[src/common/apu_reg_pkg.sv]
package apu_reg_pkg;

  ////////////////////
  // Bus types.
  ////////////////////

  typedef logic [15:0] apu_addr_t;   // CPU register address.
  typedef logic [7:0]  apu_data_t;   // Write data byte.

  ////////////////////
  // Register fields.
  ////////////////////

  typedef logic [1:0] duty_t;          // Duty-cycle select.
  typedef logic [2:0] sweep_period_t;  // Sweep divider period.
  typedef logic [2:0] shift_t;         // Sweep shift count.
  typedef logic [4:0] length_index_t;  // Index into the length table.

  // Each channel owns base+0 to base+3.
  localparam apu_addr_t PULSE0_BASE = 16'h4000;
  localparam apu_addr_t PULSE1_BASE = 16'h4004;

  // Bit n enables channel n.
  localparam apu_addr_t STATUS_ADDR = 16'h4015;

endpackage : apu_reg_pkg

[src/common/apu_audio_pkg.sv]
package apu_audio_pkg;

  typedef logic [3:0]  volume_t;        // Sample or volume level.
  typedef logic [10:0] timer_period_t;  // Pulse timer period.
  typedef logic [7:0]  length_t;        // Length count.

  // Write port handshake states.
  typedef enum logic [1:0] {
    IDLE,
    STROBE,
    HOLD
  } port_state_t;

  // Periods below this are inaudible, so the channel is muted.
  localparam timer_period_t MUTE_MIN_PERIOD = 11'd8;

endpackage : apu_audio_pkg

[src/rtl/apu_bus_port.sv]
`timescale 1ns/1ps

module apu_bus_port (
  input  logic                   clk,
  input  logic                   rst_n,
  input  logic                   req,
  input  apu_reg_pkg::apu_addr_t addr,
  input  apu_reg_pkg::apu_data_t wdata,
  output logic                   ack,
  output logic                   we,
  output apu_reg_pkg::apu_addr_t waddr,
  output apu_reg_pkg::apu_data_t wd
);
  import apu_audio_pkg::*;

  port_state_t state;

  always_ff @(posedge clk or negedge rst_n) begin
    if (!rst_n) begin
      state <= IDLE;
    end else begin
      case (state)
        IDLE:    if (req) state <= STROBE;
        STROBE:  state <= HOLD;
        HOLD:    if (!req) state <= IDLE;  // Wait for the host to drop req.
        default: state <= IDLE;
      endcase
    end
  end

  // Address and data are stable while req is high.
  always_ff @(posedge clk) begin
    if (state == IDLE && req) begin
      waddr <= addr;
      wd    <= wdata;
    end
  end

  assign we  = (state == STROBE);
  assign ack = (state == HOLD);

  // Host holds address and data for the whole request.
  a_stable_while_req : assert property (@(posedge clk) disable iff (!rst_n)
    (req && $past(req)) |-> ($stable(addr) && $stable(wdata)));

endmodule : apu_bus_port

[src/rtl/frame_sequencer.sv]
`timescale 1ns/1ps

module frame_sequencer #(
  parameter int FRAME_STEP = 7457
) (
  input  logic clk,
  input  logic rst_n,
  output logic apu_en,
  output logic quarter_en,
  output logic half_en
);

  localparam int CNT_W = $clog2(FRAME_STEP);
  localparam logic [CNT_W-1:0] LAST = CNT_W'(FRAME_STEP - 1);

  logic [CNT_W-1:0] q_cnt;
  logic             half_tog;

  always_ff @(posedge clk or negedge rst_n) begin
    if (!rst_n) begin
      apu_en     <= 1'b0;
      q_cnt      <= '0;
      quarter_en <= 1'b0;
      half_tog   <= 1'b0;
      half_en    <= 1'b0;
    end else begin
      apu_en     <= ~apu_en;  // APU runs at half the CPU rate.
      quarter_en <= 1'b0;
      half_en    <= 1'b0;
      if (q_cnt == LAST) begin
        q_cnt      <= '0;
        quarter_en <= 1'b1;
        half_en    <= half_tog;  // Every second quarter frame.
        half_tog   <= ~half_tog;
      end else begin
        q_cnt <= q_cnt + 1'b1;
      end
    end
  end

endmodule : frame_sequencer

[src/pulse/pulse_regs.sv]
`timescale 1ns/1ps

module pulse_regs #(
  parameter int CHANNEL = 0
) (
  input  logic                          clk,
  input  logic                          rst_n,
  input  logic                          we,
  input  apu_reg_pkg::apu_addr_t        waddr,
  input  apu_reg_pkg::apu_data_t        wd,
  input  logic                          sweep_update,
  input  apu_audio_pkg::timer_period_t  sweep_period,
  output apu_reg_pkg::duty_t            duty,
  output logic                          length_halt,
  output logic                          const_volume,
  output apu_audio_pkg::volume_t        volume,
  output logic                          sweep_enable,
  output logic                          sweep_negate,
  output apu_reg_pkg::sweep_period_t    sweep_div,
  output apu_reg_pkg::shift_t           sweep_shift,
  output apu_audio_pkg::timer_period_t  timer_period,
  output apu_reg_pkg::length_index_t    length_index,
  output logic                          enable,
  output logic                          env_load,
  output logic                          sweep_load,
  output logic                          length_load
);
  import apu_reg_pkg::*;

  localparam apu_addr_t BASE       = (CHANNEL == 0) ? PULSE0_BASE : PULSE1_BASE;
  localparam apu_addr_t ADDR_CTRL  = BASE;
  localparam apu_addr_t ADDR_SWEEP = BASE + 16'd1;
  localparam apu_addr_t ADDR_LO    = BASE + 16'd2;
  localparam apu_addr_t ADDR_HI    = BASE + 16'd3;

  logic wr_ctrl, wr_sweep, wr_lo, wr_hi, wr_status;

  always_comb begin
    wr_ctrl   = we && (waddr == ADDR_CTRL);
    wr_sweep  = we && (waddr == ADDR_SWEEP);
    wr_lo     = we && (waddr == ADDR_LO);
    wr_hi     = we && (waddr == ADDR_HI);
    wr_status = we && (waddr == STATUS_ADDR);
  end

  always_ff @(posedge clk or negedge rst_n) begin
    if (!rst_n) begin
      duty         <= '0;
      length_halt  <= 1'b0;
      const_volume <= 1'b0;
      volume       <= '0;
      sweep_enable <= 1'b0;
      sweep_negate <= 1'b0;
      sweep_div    <= '0;
      sweep_shift  <= '0;
      timer_period <= '0;
      length_index <= '0;
      enable       <= 1'b0;
      env_load     <= 1'b0;
      sweep_load   <= 1'b0;
      length_load  <= 1'b0;
    end else begin
      env_load    <= wr_ctrl;
      sweep_load  <= wr_sweep;
      length_load <= wr_hi;

      if (wr_ctrl) begin
        duty         <= wd[7:6];
        length_halt  <= wd[5];
        const_volume <= wd[4];
        volume       <= wd[3:0];
      end

      if (wr_sweep) begin  // EPPP NSSS.
        sweep_enable <= wd[7];
        sweep_div    <= wd[6:4];
        sweep_negate <= wd[3];
        sweep_shift  <= wd[2:0];
      end

      // A CPU write to the period beats a sweep update.
      if (wr_lo) begin
        timer_period[7:0] <= wd;
      end else if (wr_hi) begin
        timer_period[10:8] <= wd[2:0];
        length_index       <= wd[7:3];
      end else if (sweep_update) begin
        timer_period <= sweep_period;
      end

      if (wr_status) enable <= wd[CHANNEL];
    end
  end

  // Each write must arrive as a single-cycle strobe.
  a_we_one_cycle : assert property (@(posedge clk) disable iff (!rst_n) we |=> !we);

endmodule : pulse_regs

[src/pulse/envelope.sv]
`timescale 1ns/1ps

module envelope (
  input  logic                   clk,
  input  logic                   rst_n,
  input  logic                   quarter_en,
  input  logic                   start,
  input  logic                   loop,
  input  logic                   const_volume,
  input  apu_audio_pkg::volume_t volume,
  output apu_audio_pkg::volume_t level
);
  import apu_audio_pkg::*;

  logic    start_flag;
  volume_t divider;
  volume_t decay;

  always_ff @(posedge clk or negedge rst_n) begin
    if (!rst_n) begin
      start_flag <= 1'b0;
      divider    <= '0;
      decay      <= '0;
    end else begin
      if (start) start_flag <= 1'b1;
      else if (quarter_en) start_flag <= 1'b0;

      if (quarter_en) begin
        if (start_flag) begin
          decay   <= 4'd15;
          divider <= volume;
        end else if (divider == '0) begin
          divider <= volume;  // Volume sets the decay rate.
          if (decay != '0) decay <= decay - 1'b1;
          else if (loop) decay <= 4'd15;
        end else begin
          divider <= divider - 1'b1;
        end
      end
    end
  end

  assign level = const_volume ? volume : decay;

endmodule : envelope

[src/pulse/sweep_unit.sv]
`timescale 1ns/1ps

module sweep_unit #(
  parameter int CHANNEL = 0
) (
  input  logic                          clk,
  input  logic                          rst_n,
  input  logic                          half_en,
  input  logic                          load,
  input  logic                          enable,
  input  logic                          negate,
  input  apu_reg_pkg::sweep_period_t    div,
  input  apu_reg_pkg::shift_t           shift,
  input  apu_audio_pkg::timer_period_t  period_in,
  output logic                          mute,
  output logic                          update,
  output apu_audio_pkg::timer_period_t  period_out
);
  import apu_reg_pkg::*;
  import apu_audio_pkg::*;

  // Channel 0 negates with ones' complement, so one more comes off.
  localparam logic [11:0] NEG_CARRY = (CHANNEL == 0) ? 12'd1 : 12'd0;

  sweep_period_t div_cnt;
  logic          reload;
  logic [11:0]   change;
  logic [11:0]   target;

  always_comb begin
    change = {1'b0, period_in >> shift};
    if (negate) target = {1'b0, period_in} - change - NEG_CARRY;
    else target = {1'b0, period_in} + change;
  end

  // Any result past 11 bits, an underflow included, mutes.
  assign mute       = (period_in < MUTE_MIN_PERIOD) || (target > 12'h7FF);
  assign period_out = target[10:0];
  assign update     = half_en && (div_cnt == '0) && enable && (shift != '0) && !mute;

  always_ff @(posedge clk or negedge rst_n) begin
    if (!rst_n) begin
      div_cnt <= '0;
      reload  <= 1'b0;
    end else begin
      if (load) reload <= 1'b1;
      else if (half_en) reload <= 1'b0;

      if (half_en) begin
        if (div_cnt == '0 || reload) div_cnt <= div;
        else div_cnt <= div_cnt - 1'b1;
      end
    end
  end

endmodule : sweep_unit

[src/pulse/length_counter.sv]
`timescale 1ns/1ps

module length_counter (
  input  logic                       clk,
  input  logic                       rst_n,
  input  logic                       half_en,
  input  logic                       load,
  input  apu_reg_pkg::length_index_t index,
  input  logic                       halt,
  input  logic                       enable,
  output logic                       non_zero
);
  import apu_audio_pkg::*;

  localparam length_t LENGTH_TABLE [32] = '{
    8'd10,  8'd254, 8'd20,  8'd2,  8'd40, 8'd4,  8'd80, 8'd6,
    8'd160, 8'd8,   8'd60,  8'd10, 8'd14, 8'd12, 8'd26, 8'd14,
    8'd12,  8'd16,  8'd24,  8'd18, 8'd48, 8'd20, 8'd96, 8'd22,
    8'd192, 8'd24,  8'd72,  8'd26, 8'd16, 8'd28, 8'd32, 8'd30
  };

  length_t count;

  always_ff @(posedge clk or negedge rst_n) begin
    if (!rst_n) begin
      count <= '0;
    end else if (!enable) begin
      count <= '0;  // Disabled channel is silenced at once.
    end else if (load) begin
      count <= LENGTH_TABLE[index];
    end else if (half_en && !halt && count != '0) begin
      count <= count - 1'b1;
    end
  end

  assign non_zero = (count != '0);

endmodule : length_counter

[src/pulse/pulse_channel.sv]
`timescale 1ns/1ps

module pulse_channel #(
  parameter int CHANNEL = 0
) (
  input  logic                          clk,
  input  logic                          rst_n,
  input  logic                          apu_en,
  input  logic                          quarter_en,
  input  logic                          half_en,
  input  apu_reg_pkg::duty_t            duty,
  input  logic                          length_halt,
  input  logic                          const_volume,
  input  apu_audio_pkg::volume_t        volume,
  input  logic                          sweep_enable,
  input  logic                          sweep_negate,
  input  apu_reg_pkg::sweep_period_t    sweep_div,
  input  apu_reg_pkg::shift_t           sweep_shift,
  input  apu_audio_pkg::timer_period_t  timer_period,
  input  apu_reg_pkg::length_index_t    length_index,
  input  logic                          enable,
  input  logic                          env_load,
  input  logic                          sweep_load,
  input  logic                          length_load,
  output logic                          sweep_update,
  output apu_audio_pkg::timer_period_t  sweep_period,
  output logic                          length_non_zero,
  output apu_audio_pkg::volume_t        sample
);
  import apu_audio_pkg::*;

  timer_period_t timer_cnt;
  logic [2:0]    seq_idx;
  logic [7:0]    seq_pattern;
  logic          seq_bit;
  logic          mute;
  volume_t       env_level;

  ////////////////////
  // Timer and sequencer.
  ////////////////////

  always_ff @(posedge clk or negedge rst_n) begin
    if (!rst_n) begin
      timer_cnt <= '0;
      seq_idx   <= '0;
    end else begin
      if (apu_en) timer_cnt <= (timer_cnt == '0) ? timer_period : timer_cnt - 1'b1;
      if (length_load) seq_idx <= '0;  // New note restarts the waveform.
      else if (apu_en && timer_cnt == '0) seq_idx <= seq_idx + 1'b1;
    end
  end

  always_comb begin
    case (duty)
      2'd0:    seq_pattern = 8'b0000_0010;  // 12.5%.
      2'd1:    seq_pattern = 8'b0000_0110;  // 25%.
      2'd2:    seq_pattern = 8'b0001_1110;  // 50%.
      default: seq_pattern = 8'b1111_1001;  // 75%.
    endcase
    seq_bit = seq_pattern[seq_idx];
  end

  always_ff @(posedge clk or negedge rst_n) begin
    if (!rst_n) sample <= '0;
    else if (mute || !seq_bit || !length_non_zero) sample <= '0;
    else sample <= env_level;
  end

  ////////////////////
  // Frame-clocked units.
  ////////////////////

  envelope u_env (
    .clk,
    .rst_n,
    .quarter_en,
    .start(env_load),
    .loop(length_halt),  // Halt doubles as envelope loop.
    .const_volume,
    .volume,
    .level(env_level)
  );

  sweep_unit #(.CHANNEL(CHANNEL)) u_sweep (
    .clk,
    .rst_n,
    .half_en,
    .load(sweep_load),
    .enable(sweep_enable),
    .negate(sweep_negate),
    .div(sweep_div),
    .shift(sweep_shift),
    .period_in(timer_period),
    .mute,
    .update(sweep_update),
    .period_out(sweep_period)
  );

  length_counter u_len (
    .clk,
    .rst_n,
    .half_en,
    .load(length_load),
    .index(length_index),
    .halt(length_halt),
    .enable,
    .non_zero(length_non_zero)
  );

endmodule : pulse_channel

[src/rtl/apu_pulse_top.sv]
`timescale 1ns/1ps

module apu_pulse_top #(
  parameter int FRAME_STEP = 7457
) (
  input  logic                   clk,
  input  logic                   rst_n,
  input  logic                   req,
  input  apu_reg_pkg::apu_addr_t addr,
  input  apu_reg_pkg::apu_data_t wdata,
  output logic                   ack,
  output apu_audio_pkg::volume_t out0,
  output apu_audio_pkg::volume_t out1,
  output logic [1:0]             length_status
);
  import apu_reg_pkg::*;
  import apu_audio_pkg::*;

  logic      we;
  apu_addr_t waddr;
  apu_data_t wd;
  logic      apu_en, quarter_en, half_en;
  volume_t   sample [2];

  apu_bus_port u_bus (
    .clk,
    .rst_n,
    .req,
    .addr,
    .wdata,
    .ack,
    .we,
    .waddr,
    .wd
  );

  frame_sequencer #(.FRAME_STEP(FRAME_STEP)) u_frame (
    .clk,
    .rst_n,
    .apu_en,
    .quarter_en,
    .half_en
  );

  ////////////////////
  // Pulse channels.
  ////////////////////

  for (genvar i = 0; i < 2; i++) begin : g_pulse
    duty_t         duty;
    logic          length_halt, const_volume;
    volume_t       volume;
    logic          sweep_enable, sweep_negate;
    sweep_period_t sweep_div;
    shift_t        sweep_shift;
    timer_period_t timer_period, sweep_period;
    length_index_t length_index;
    logic          enable, env_load, sweep_load, length_load, sweep_update;

    pulse_regs #(.CHANNEL(i)) u_regs (
      .clk, .rst_n, .we, .waddr, .wd,
      .sweep_update, .sweep_period,
      .duty, .length_halt, .const_volume, .volume,
      .sweep_enable, .sweep_negate, .sweep_div, .sweep_shift,
      .timer_period, .length_index, .enable,
      .env_load, .sweep_load, .length_load
    );

    pulse_channel #(.CHANNEL(i)) u_chan (
      .clk, .rst_n, .apu_en, .quarter_en, .half_en,
      .duty, .length_halt, .const_volume, .volume,
      .sweep_enable, .sweep_negate, .sweep_div, .sweep_shift,
      .timer_period, .length_index, .enable,
      .env_load, .sweep_load, .length_load,
      .sweep_update, .sweep_period,
      .length_non_zero(length_status[i]),
      .sample(sample[i])
    );
  end

  assign out0 = sample[0];
  assign out1 = sample[1];

endmodule : apu_pulse_top

[config.mk]
export PLATFORM = sky130hd
export DESIGN_NAME = apu_pulse_top
export DESIGN_NICKNAME = d
export VERILOG_FILES = /design/src/common/apu_reg_pkg.sv /design/src/common/apu_audio_pkg.sv /design/src/rtl/apu_bus_port.sv /design/src/rtl/frame_sequencer.sv /design/src/pulse/pulse_regs.sv /design/src/pulse/envelope.sv /design/src/pulse/sweep_unit.sv /design/src/pulse/length_counter.sv /design/src/pulse/pulse_channel.sv /design/src/rtl/apu_pulse_top.sv
export SDC_FILE = /design/constraint.sdc
export NUM_CORES = 1
export LEC_CHECK = 0
export BUFFER_PORTS_ARGS = -buffer_cell sky130_fd_sc_hd__buf_4
export CAP_MARGIN = 10
export CORE_UTILIZATION = 35
export DETAILED_ROUTE_END_ITERATION = 16
export PLACE_DENSITY = 0.54
export SETUP_SLACK_MARGIN = 0.05
export SLEW_MARGIN = 5
export SYNTH_ARGS = -nofsm -noshare
export SYNTH_HDL_FRONTEND = slang
export SYNTH_SLANG_ARGS = --single-unit
[constraint.sdc]
create_clock -name clk -period 12 [get_ports clk]
set_clock_uncertainty 0.05 [all_clocks]
set_input_delay 1.2 -clock clk [delete_from_list [all_inputs] [get_ports clk]]
set_output_delay 1.2 -clock clk [all_outputs]
set_load 0.01 [all_outputs]
==> impl_metrics.csv, run 1 <==
group,metric,value,unit
logic_synthesis,synthFlopType,"dfrtp_1",
clocking,tritoncts,"done",
logic_synthesis,yosys_warnings,0,
clocking,path_clk_slew,0.08,ns
layout,final_common_cell,"dfrtp_1",
setup_path,end_kind,"register",
drt,vias,9494,
clocking,clkSinkCount,193,
logic_synthesis,netlist_instances,1339,
die,core_area,0.03387,mm²
drt,drcViolationCount,0,
setup_path,critical_path_required,12.33,ns
die,die_x,188.5,µm
die,dieArea,0.03553,mm²
sta,max_freq,174.6,MHz
min_path,hold_end,"g_pulse[0].u_chan.u_env.start_flag$_DFFE_PN0P_",
power_and_ir_drop,power_density,113.9,mW/mm²
setup_path,cp-start-kind,"register",
logic_synthesis,synth_seq_cells,193,
setup_path,crit_family,"compound AO/OA/AOI/OAI gates",
setup_path,r2r-start,"g_pulse[1].u_regs.sweep_shift[0]$_DFFE_PN0P_",
global_routing,grt_max_degree,97,
die,start_util,0.3594,
global_routing,antenna_found_initial,0,
drt,drt_iter0_drc,672,
die,ios,38,
min_path,hold_path_class,"reg -> reg",
layout,drive_gt1_frac,0.1077,
setup_path,r2r_end,"g_pulse[1].u_regs.timer_period[0]$_DFFE_PN0P_",
layout,ff_latch_area,0.004950,mm²
layout,multi_input_area,0.006671,mm²
die,rows,67,
clocking,ctsHtreeMaxLevel,4,
placement,io_buffers,37,
clocking,clock_latency,0.46,ns
layout,syn2layout_area_growth,10.13,%
power_and_ir_drop,power.leakage,6.012,nW
setup_path,reg2regPathDepth,18,
sta,drv_slew,0,
job,maxCapViolCount,0,
setup_path,ff2ff_setup_slack,6.27,ns
setup_path,cpMaxStageDelayCell,"dfrtp_1",
sta,setup_viol,0,
layout,final_cell_mix,"dfrtp_1 (169), nand2_1 (144), nor2_1 (119)",
placement,place.detailed.hpwl,20060,µm
sta,hold_violations,0,
logic_synthesis,ys_seq_area_frac,0.4067,
setup_path,path_class,"reg -> reg",
layout,final_core_util,0.3958,
global_routing,grt_first_pass_wirelength,47160,µm
drt,wl,28600,µm
setup_path,arrival,6.06,ns
logic_synthesis,syn_nets,1437,
setup_path,cp.buffers_inverters,2,
layout,diodes,0,
logic_synthesis,synth_cell_type_count,78,
sta,period_share,0.4773,
drt,drt-vias-per-instance,5.263,
setup_path,path_cells,"clkinv_1, o21ai_0, a21o_1, ha_1, inv_1, nor4_1, and2_1, a21oi_1, xor2_1, ha_1, and4_1, o2bb2ai_1, a31o_1, o41ai_1, nand3b_1, mux2i_4, mux2_4, o21ai_1",
clocking,cts_max_path_buffers,2,
setup_path,cpPeakStageDelay,0.89,ns
global_routing,gr-usage-all-layers,0.1655,
status,status,"completed",
power_and_ir_drop,vdd_drop_max,0.09576,mV
logic_synthesis,syn_area_per_cell,9.090,µm²
drt,ant_nets,0,
sta,finalSetupTns,0,ns
clocking,cts_hold_buf,0,
die,die_height,188.5,µm
sta,maxSlewHeadroom,0.2179,
layout,final_nets,1442,
global_routing,grt-ovfl-total,0,
logic_synthesis,synth-edff-count,24,
sta,grt_setup_unrepaired,"false",
sta,period_needed,5.727,ns
logic_synthesis,synth-async-reset-ratio,0.8756,
clocking,numCtsBuffers,17,
drt,firstDrtPassIters,5,
setup_path,critPathMaxFanout,23,
clocking,cts_root_buffer,"clkbuf_16",
clocking,cts.repair.resized,0,
min_path,whs_path_depth,1,
layout,fillers,3380,
global_routing,grt_pass1_vias,9051,
min_path,hold_start,"g_pulse[0].u_regs.env_load$_DFF_PN0_",
setup_path,path_common_cell,"ha_1",
clocking,post-cts-setup-buffers,0,
logic_synthesis,syn_area,0.01217,mm²
placement,gp_congestion,0.8487,
drt,wl_per_cell,15.85,µm
sta,worst_pin_slew,1.162,ns
## cell type report
type	instances	area share
tap	448	0.04182
multi-input combinational	1005	0.4977
timing repair buffer	46	0.02604
clock buffer	19	0.03388
clock inverter	12	0.008588
sequential	193	0.3693
inverter	81	0.02268
## cells in the mapped netlist, types with 23 or more instances
cell      count  share of area
a21oi_1      90          0.037
clkbuf_1     48          0.015
dfrtp_1     169           0.35
edfxtp_1     24          0.059
ha_1         68          0.070
inv_1        78          0.024
mux2_2       42          0.039
mux2i_1      42          0.035
nand2_1     144          0.044
nand3_1      29          0.012
nor2_1      119          0.037
nor3_1       41          0.017
o21ai_0     106          0.044
xnor2_1      27          0.019
xor2_1       23          0.017
## cell families (layout without fill, tap and decap cells)
logic type,Yosys count,in the layout,synth area share
buf+inv,141,158,0.04564
mux,92,92,0.08625
flops,193,193,0.4067
simple gates,457,457,0.1813
xor+xnor,50,50,0.03598
fa+ha+maj,71,71,0.07484
compound gates,335,335,0.1693
## power by group
group          switching, W  internal, W
Clock              0.000283     0.000286
Combinational     0.0000850    0.0000680
Sequential        0.0000779     0.000727
Total              0.000446      0.00108
## routing by layer
metal | vias up | global-route usage | routed length, µm | part of all wire
li1 | 4756 | - | - | -
met1 | 4556 | 0.2304 | 14230 | 0.50
met2 | 159 | 0.2622 | 12950 | 0.45
met3 | 23 | 0.02887 | 961 | 0.034
met4 | 0 | 0.04808 | 455 | 0.016
met5 | - | 0 | 0 | 0
## state kept, by name, summed over array words and instances, names as in the netlist, 4 cells and up
signal	cells
u_bus.waddr	16
g_pulse.u_chan.timer_cnt	22
g_pulse.u_regs.length_index	10
g_pulse.u_regs.volume	8
g_pulse.u_regs.sweep_div	6
u_frame.q_cnt	13
g_pulse.u_chan.u_len.count	16
g_pulse.u_regs.duty	4
u_bus.wd	8
g_pulse.u_chan.u_env.decay	8
g_pulse.u_regs.sweep_shift	6
g_pulse.u_chan.seq_idx	6
g_pulse.u_chan.u_sweep.div_cnt	6
g_pulse.u_regs.timer_period	22
g_pulse.u_chan.u_env.divider	8
g_pulse.u_chan.sample	8
## worst max path at each step
stage	startpoint	endpoint	slack, ns	cells past startpoint
after global placement	g_pulse[1].u_regs.sweep_shift[0]$_DFFE_PN0P_	g_pulse[1].u_regs.timer_period[1]$_DFFE_PN0P_	6.43	18
after CTS	g_pulse[1].u_regs.sweep_shift[0]$_DFFE_PN0P_	g_pulse[1].u_regs.timer_period[0]$_DFFE_PN0P_	6.27	18
final	g_pulse[1].u_regs.sweep_shift[0]$_DFFE_PN0P_	g_pulse[1].u_regs.timer_period[0]$_DFFE_PN0P_	6.27	18
after floorplan	g_pulse[1].u_regs.sweep_shift[2]$_DFFE_PN0P_	g_pulse[1].u_regs.timer_period[0]$_DFFE_PN0P_	7.07	21
after global routing	g_pulse[1].u_regs.sweep_shift[0]$_DFFE_PN0P_	g_pulse[1].u_regs.timer_period[0]$_DFFE_PN0P_	5.84	18
after detailed placement	g_pulse[1].u_regs.sweep_shift[0]$_DFFE_PN0P_	g_pulse[1].u_regs.timer_period[0]$_DFFE_PN0P_	6.30	18
## through the flow
step	cells	area, µm²	power (W)	hold slack [ns]	worst slack (ns)
floorplan	1339	12170	0.0008999	0.3544	7.065
global placement	1773	12830	0.0009681	0.3586	6.430
detailed placement	1773	12830	0.0009743	0.3624	6.295
CTS	1804	13400	0.001548	0.3786	6.273
global route	1804	13400	0.001606	0.3867	5.841
finish	1804	13400	0.001527	0.3762	6.273
Power figures use the tool's default switching activity.
==> inputs of run 2 (changes only) <==
==> constraint.sdc (replaced) <==
create_clock -name clk -period 5.7 [get_ports clk]
set_clock_uncertainty 0.05 [all_clocks]
set_input_delay 0.57 -clock clk [delete_from_list [all_inputs] [get_ports clk]]
set_output_delay 0.57 -clock clk [all_outputs]
set_load 0.01 [all_outputs]
==> run 2 against run 1 <==
  * Hold slack lost 0.32 ns
  * Clock power grew 100%
  * Fmax grew 16%
  * First-iteration DRC count shrank 26%
  * Register-to-register slack lost 5.5 ns
  * Via count grew 0.29%
  * Sequential share of layout area is essentially flat
  * Count of clock-buffer cells in the layout grew 1
  * Critical path depth grew 3
  * Setup slack lost 5.5 ns
  * Cell area grew 0.13%
  * Core utilization grew 0.052 points
  * Highest routed layer unchanged
==> impl_metrics.csv, run 2 (same netlist as run 1, synthesis figures left out) <==
group,metric,value,unit
status,status,"completed",
clocking,cts_max_path_buffers,2,
die,rows,67,
placement,place.detailed.hpwl,20330,µm
clocking,clkSinkCount,193,
power_and_ir_drop,vdd_drop_max,0.1968,mV
setup_path,end_kind,"register",
die,die_height,188.5,µm
setup_path,reg2regPathDepth,21,
sta,setup_viol,0,
layout,final_cell_mix,"dfrtp_1 (169), nand2_1 (144), nor2_1 (119)",
drt,drcViolationCount,0,
sta,grt_setup_unrepaired,"false",
die,dieArea,0.03553,mm²
drt,drt-vias-per-instance,5.261,
global_routing,grt_first_pass_wirelength,48160,µm
drt,wl_per_cell,15.81,µm
sta,drv_slew,0,
job,maxCapViolCount,0,
layout,fillers,3425,
setup_path,critPathMaxFanout,15,
drt,drt_iter0_drc,495,
global_routing,grt_max_degree,63,
sta,period_share,0.8699,
min_path,hold_path_class,"in -> async",
layout,syn2layout_area_growth,10.27,%
die,core_area,0.03387,mm²
sta,worst_pin_slew,1.097,ns
layout,drive_gt1_frac,0.1109,
sta,max_freq,201.7,MHz
drt,vias,9522,
global_routing,grt-ovfl-total,0,
die,start_util,0.3594,
clocking,post-cts-setup-buffers,0,
placement,io_buffers,37,
clocking,ctsHtreeMaxLevel,4,
power_and_ir_drop,power.leakage,6.028,nW
power_and_ir_drop,power_density,236.7,mW/mm²
clocking,clock_latency,0.44,ns
setup_path,r2r-start,"g_pulse[1].u_regs.sweep_shift[2]$_DFFE_PN0P_",
setup_path,r2r_end,"g_pulse[1].u_regs.timer_period[1]$_DFFE_PN0P_",
clocking,numCtsBuffers,17,
sta,period_needed,4.958,ns
drt,wl,28620,µm
layout,diodes,0,
setup_path,path_cells,"buf_4, mux2i_1, nand2_1, o21ai_0, mux2_2, ha_1, inv_1, nor4_1, and2_1, a21oi_1, xor2_1, ha_1, and4_1, o2bb2ai_1, a31o_1, o41ai_1, buf_4, nand3b_1, mux2i_4, mux2_4, o21ai_1",
die,ios,38,
layout,reg_top3,"g_pulse.u_chan.timer_cnt x22, g_pulse.u_regs.timer_period x22",
setup_path,ff2ff_setup_slack,0.74,ns
placement,gp_congestion,0.8593,
placement,dp_cells,1779,
setup_path,cp-start-kind,"register",
clocking,cts.repair.resized,0,
global_routing,antenna_found_initial,0,
setup_path,path_class,"reg -> reg",
setup_path,arrival,5.28,ns
global_routing,gr-usage-all-layers,0.1681,
layout,final_common_cell,"dfrtp_1",
sta,maxSlewHeadroom,0.2658,
setup_path,critical_path_required,6.02,ns
clocking,path_clk_slew,0.08,ns
drt,ant_nets,0,
sta,fin_hold_ws,0.05424,ns
clocking,cts_hold_buf,0,
setup_path,cpPeakStageDelay,0.54,ns
setup_path,cpMaxStageDelayCell,"dfrtp_1",
sta,finalSetupTns,0,ns
global_routing,grt_pass1_vias,9247,
die,die_x,188.5,µm
sta,hold_violations,0,
clocking,cts_root_buffer,"clkbuf_16",
clocking,tritoncts,"done",
layout,final_nets,1448,
layout,fin_cells,1810,
drt,firstDrtPassIters,6,
## run 2: cell type report
cell class | instances | area (µm²) | share of cell area
Timing Repair Buffer | 52 | 394.1 | 0.02937
Multi-Input combinational cell | 1005 | 6671 | 0.4971
Inverter | 81 | 304.0 | 0.02265
Clock buffer | 20 | 446.7 | 0.03328
Sequential cell | 193 | 4950 | 0.3688
Clock inverter | 11 | 95.09 | 0.007085
Tap cell | 448 | 560.5 | 0.04176
## run 2: worst max-delay path, delay by kind of cell, from the launching register on
family / cells / cell delay (ns)
muxes: 4 / 1.19
xor gates and xnor gates: 1 / 0.17
and+or+nand+nor: 5 / 0.97
AOI/OAI and AO/OA: 6 / 0.95
buffers and inverters: 3 / 0.54
DFF: 1 / 0.54
adders and majority gates: 2 / 0.51
## run 2: per-layer routing
| layer | track usage | wire length [µm] | vias up |
|---|---|---|---|
| li1 | - | - | 4773 |
| met1 | 0.2378 | 14370 | 4558 |
| met2 | 0.2650 | 12890 | 162 |
| met3 | 0.02440 | 874 | 29 |
| met4 | 0.04963 | 485 | 0 |
| met5 | 0 | 0 | - |
## run 2: power by group
| part | internal [W] | leakage [nW] | total (W) | switching [W] |
|---|---|---|---|---|
| clock | 0.000582 | 0.259 | 0.00115 | 0.000572 |
| combinational | 0.000145 | 3.26 | 0.000326 | 0.000181 |
| sequential | 0.00153 | 2.51 | 0.00170 | 0.000166 |
## run 2: worst max path at each step
| stage | start | depth (start not counted) | endpoint | slack [ns] |
|---|---|---|---|---|
| finish | g_pulse[1].u_regs.sweep_shift[2]$_DFFE_PN0P_ | 21 | g_pulse[1].u_regs.timer_period[1]$_DFFE_PN0P_ | 0.74 |
| global route | g_pulse[1].u_regs.sweep_shift[2]$_DFFE_PN0P_ | 21 | g_pulse[1].u_regs.timer_period[1]$_DFFE_PN0P_ | 0.38 |
| CTS | g_pulse[1].u_regs.sweep_shift[2]$_DFFE_PN0P_ | 21 | g_pulse[1].u_regs.timer_period[1]$_DFFE_PN0P_ | 0.74 |
| detailed placement | g_pulse[1].u_regs.sweep_shift[2]$_DFFE_PN0P_ | 21 | g_pulse[1].u_regs.timer_period[1]$_DFFE_PN0P_ | 0.78 |
| global placement | g_pulse[1].u_regs.sweep_shift[2]$_DFFE_PN0P_ | 21 | g_pulse[1].u_regs.timer_period[1]$_DFFE_PN0P_ | 0.86 |
| floorplan | g_pulse[1].u_regs.sweep_shift[2]$_DFFE_PN0P_ | 21 | g_pulse[1].u_regs.timer_period[0]$_DFFE_PN0P_ | 0.77 |
## run 2: per-stage QoR
stage,setup slack (ns),total power (W),utilization,cell area [µm²]
finish,0.7416,0.003177,0.3963,13420
global route,0.3835,0.003353,0.3963,13420
CTS,0.7372,0.003216,0.3963,13420
detailed placement,0.7762,0.002058,0.3803,12880
global placement,0.8573,0.002042,0.3803,12880
floorplan,0.7653,0.001895,-,12170
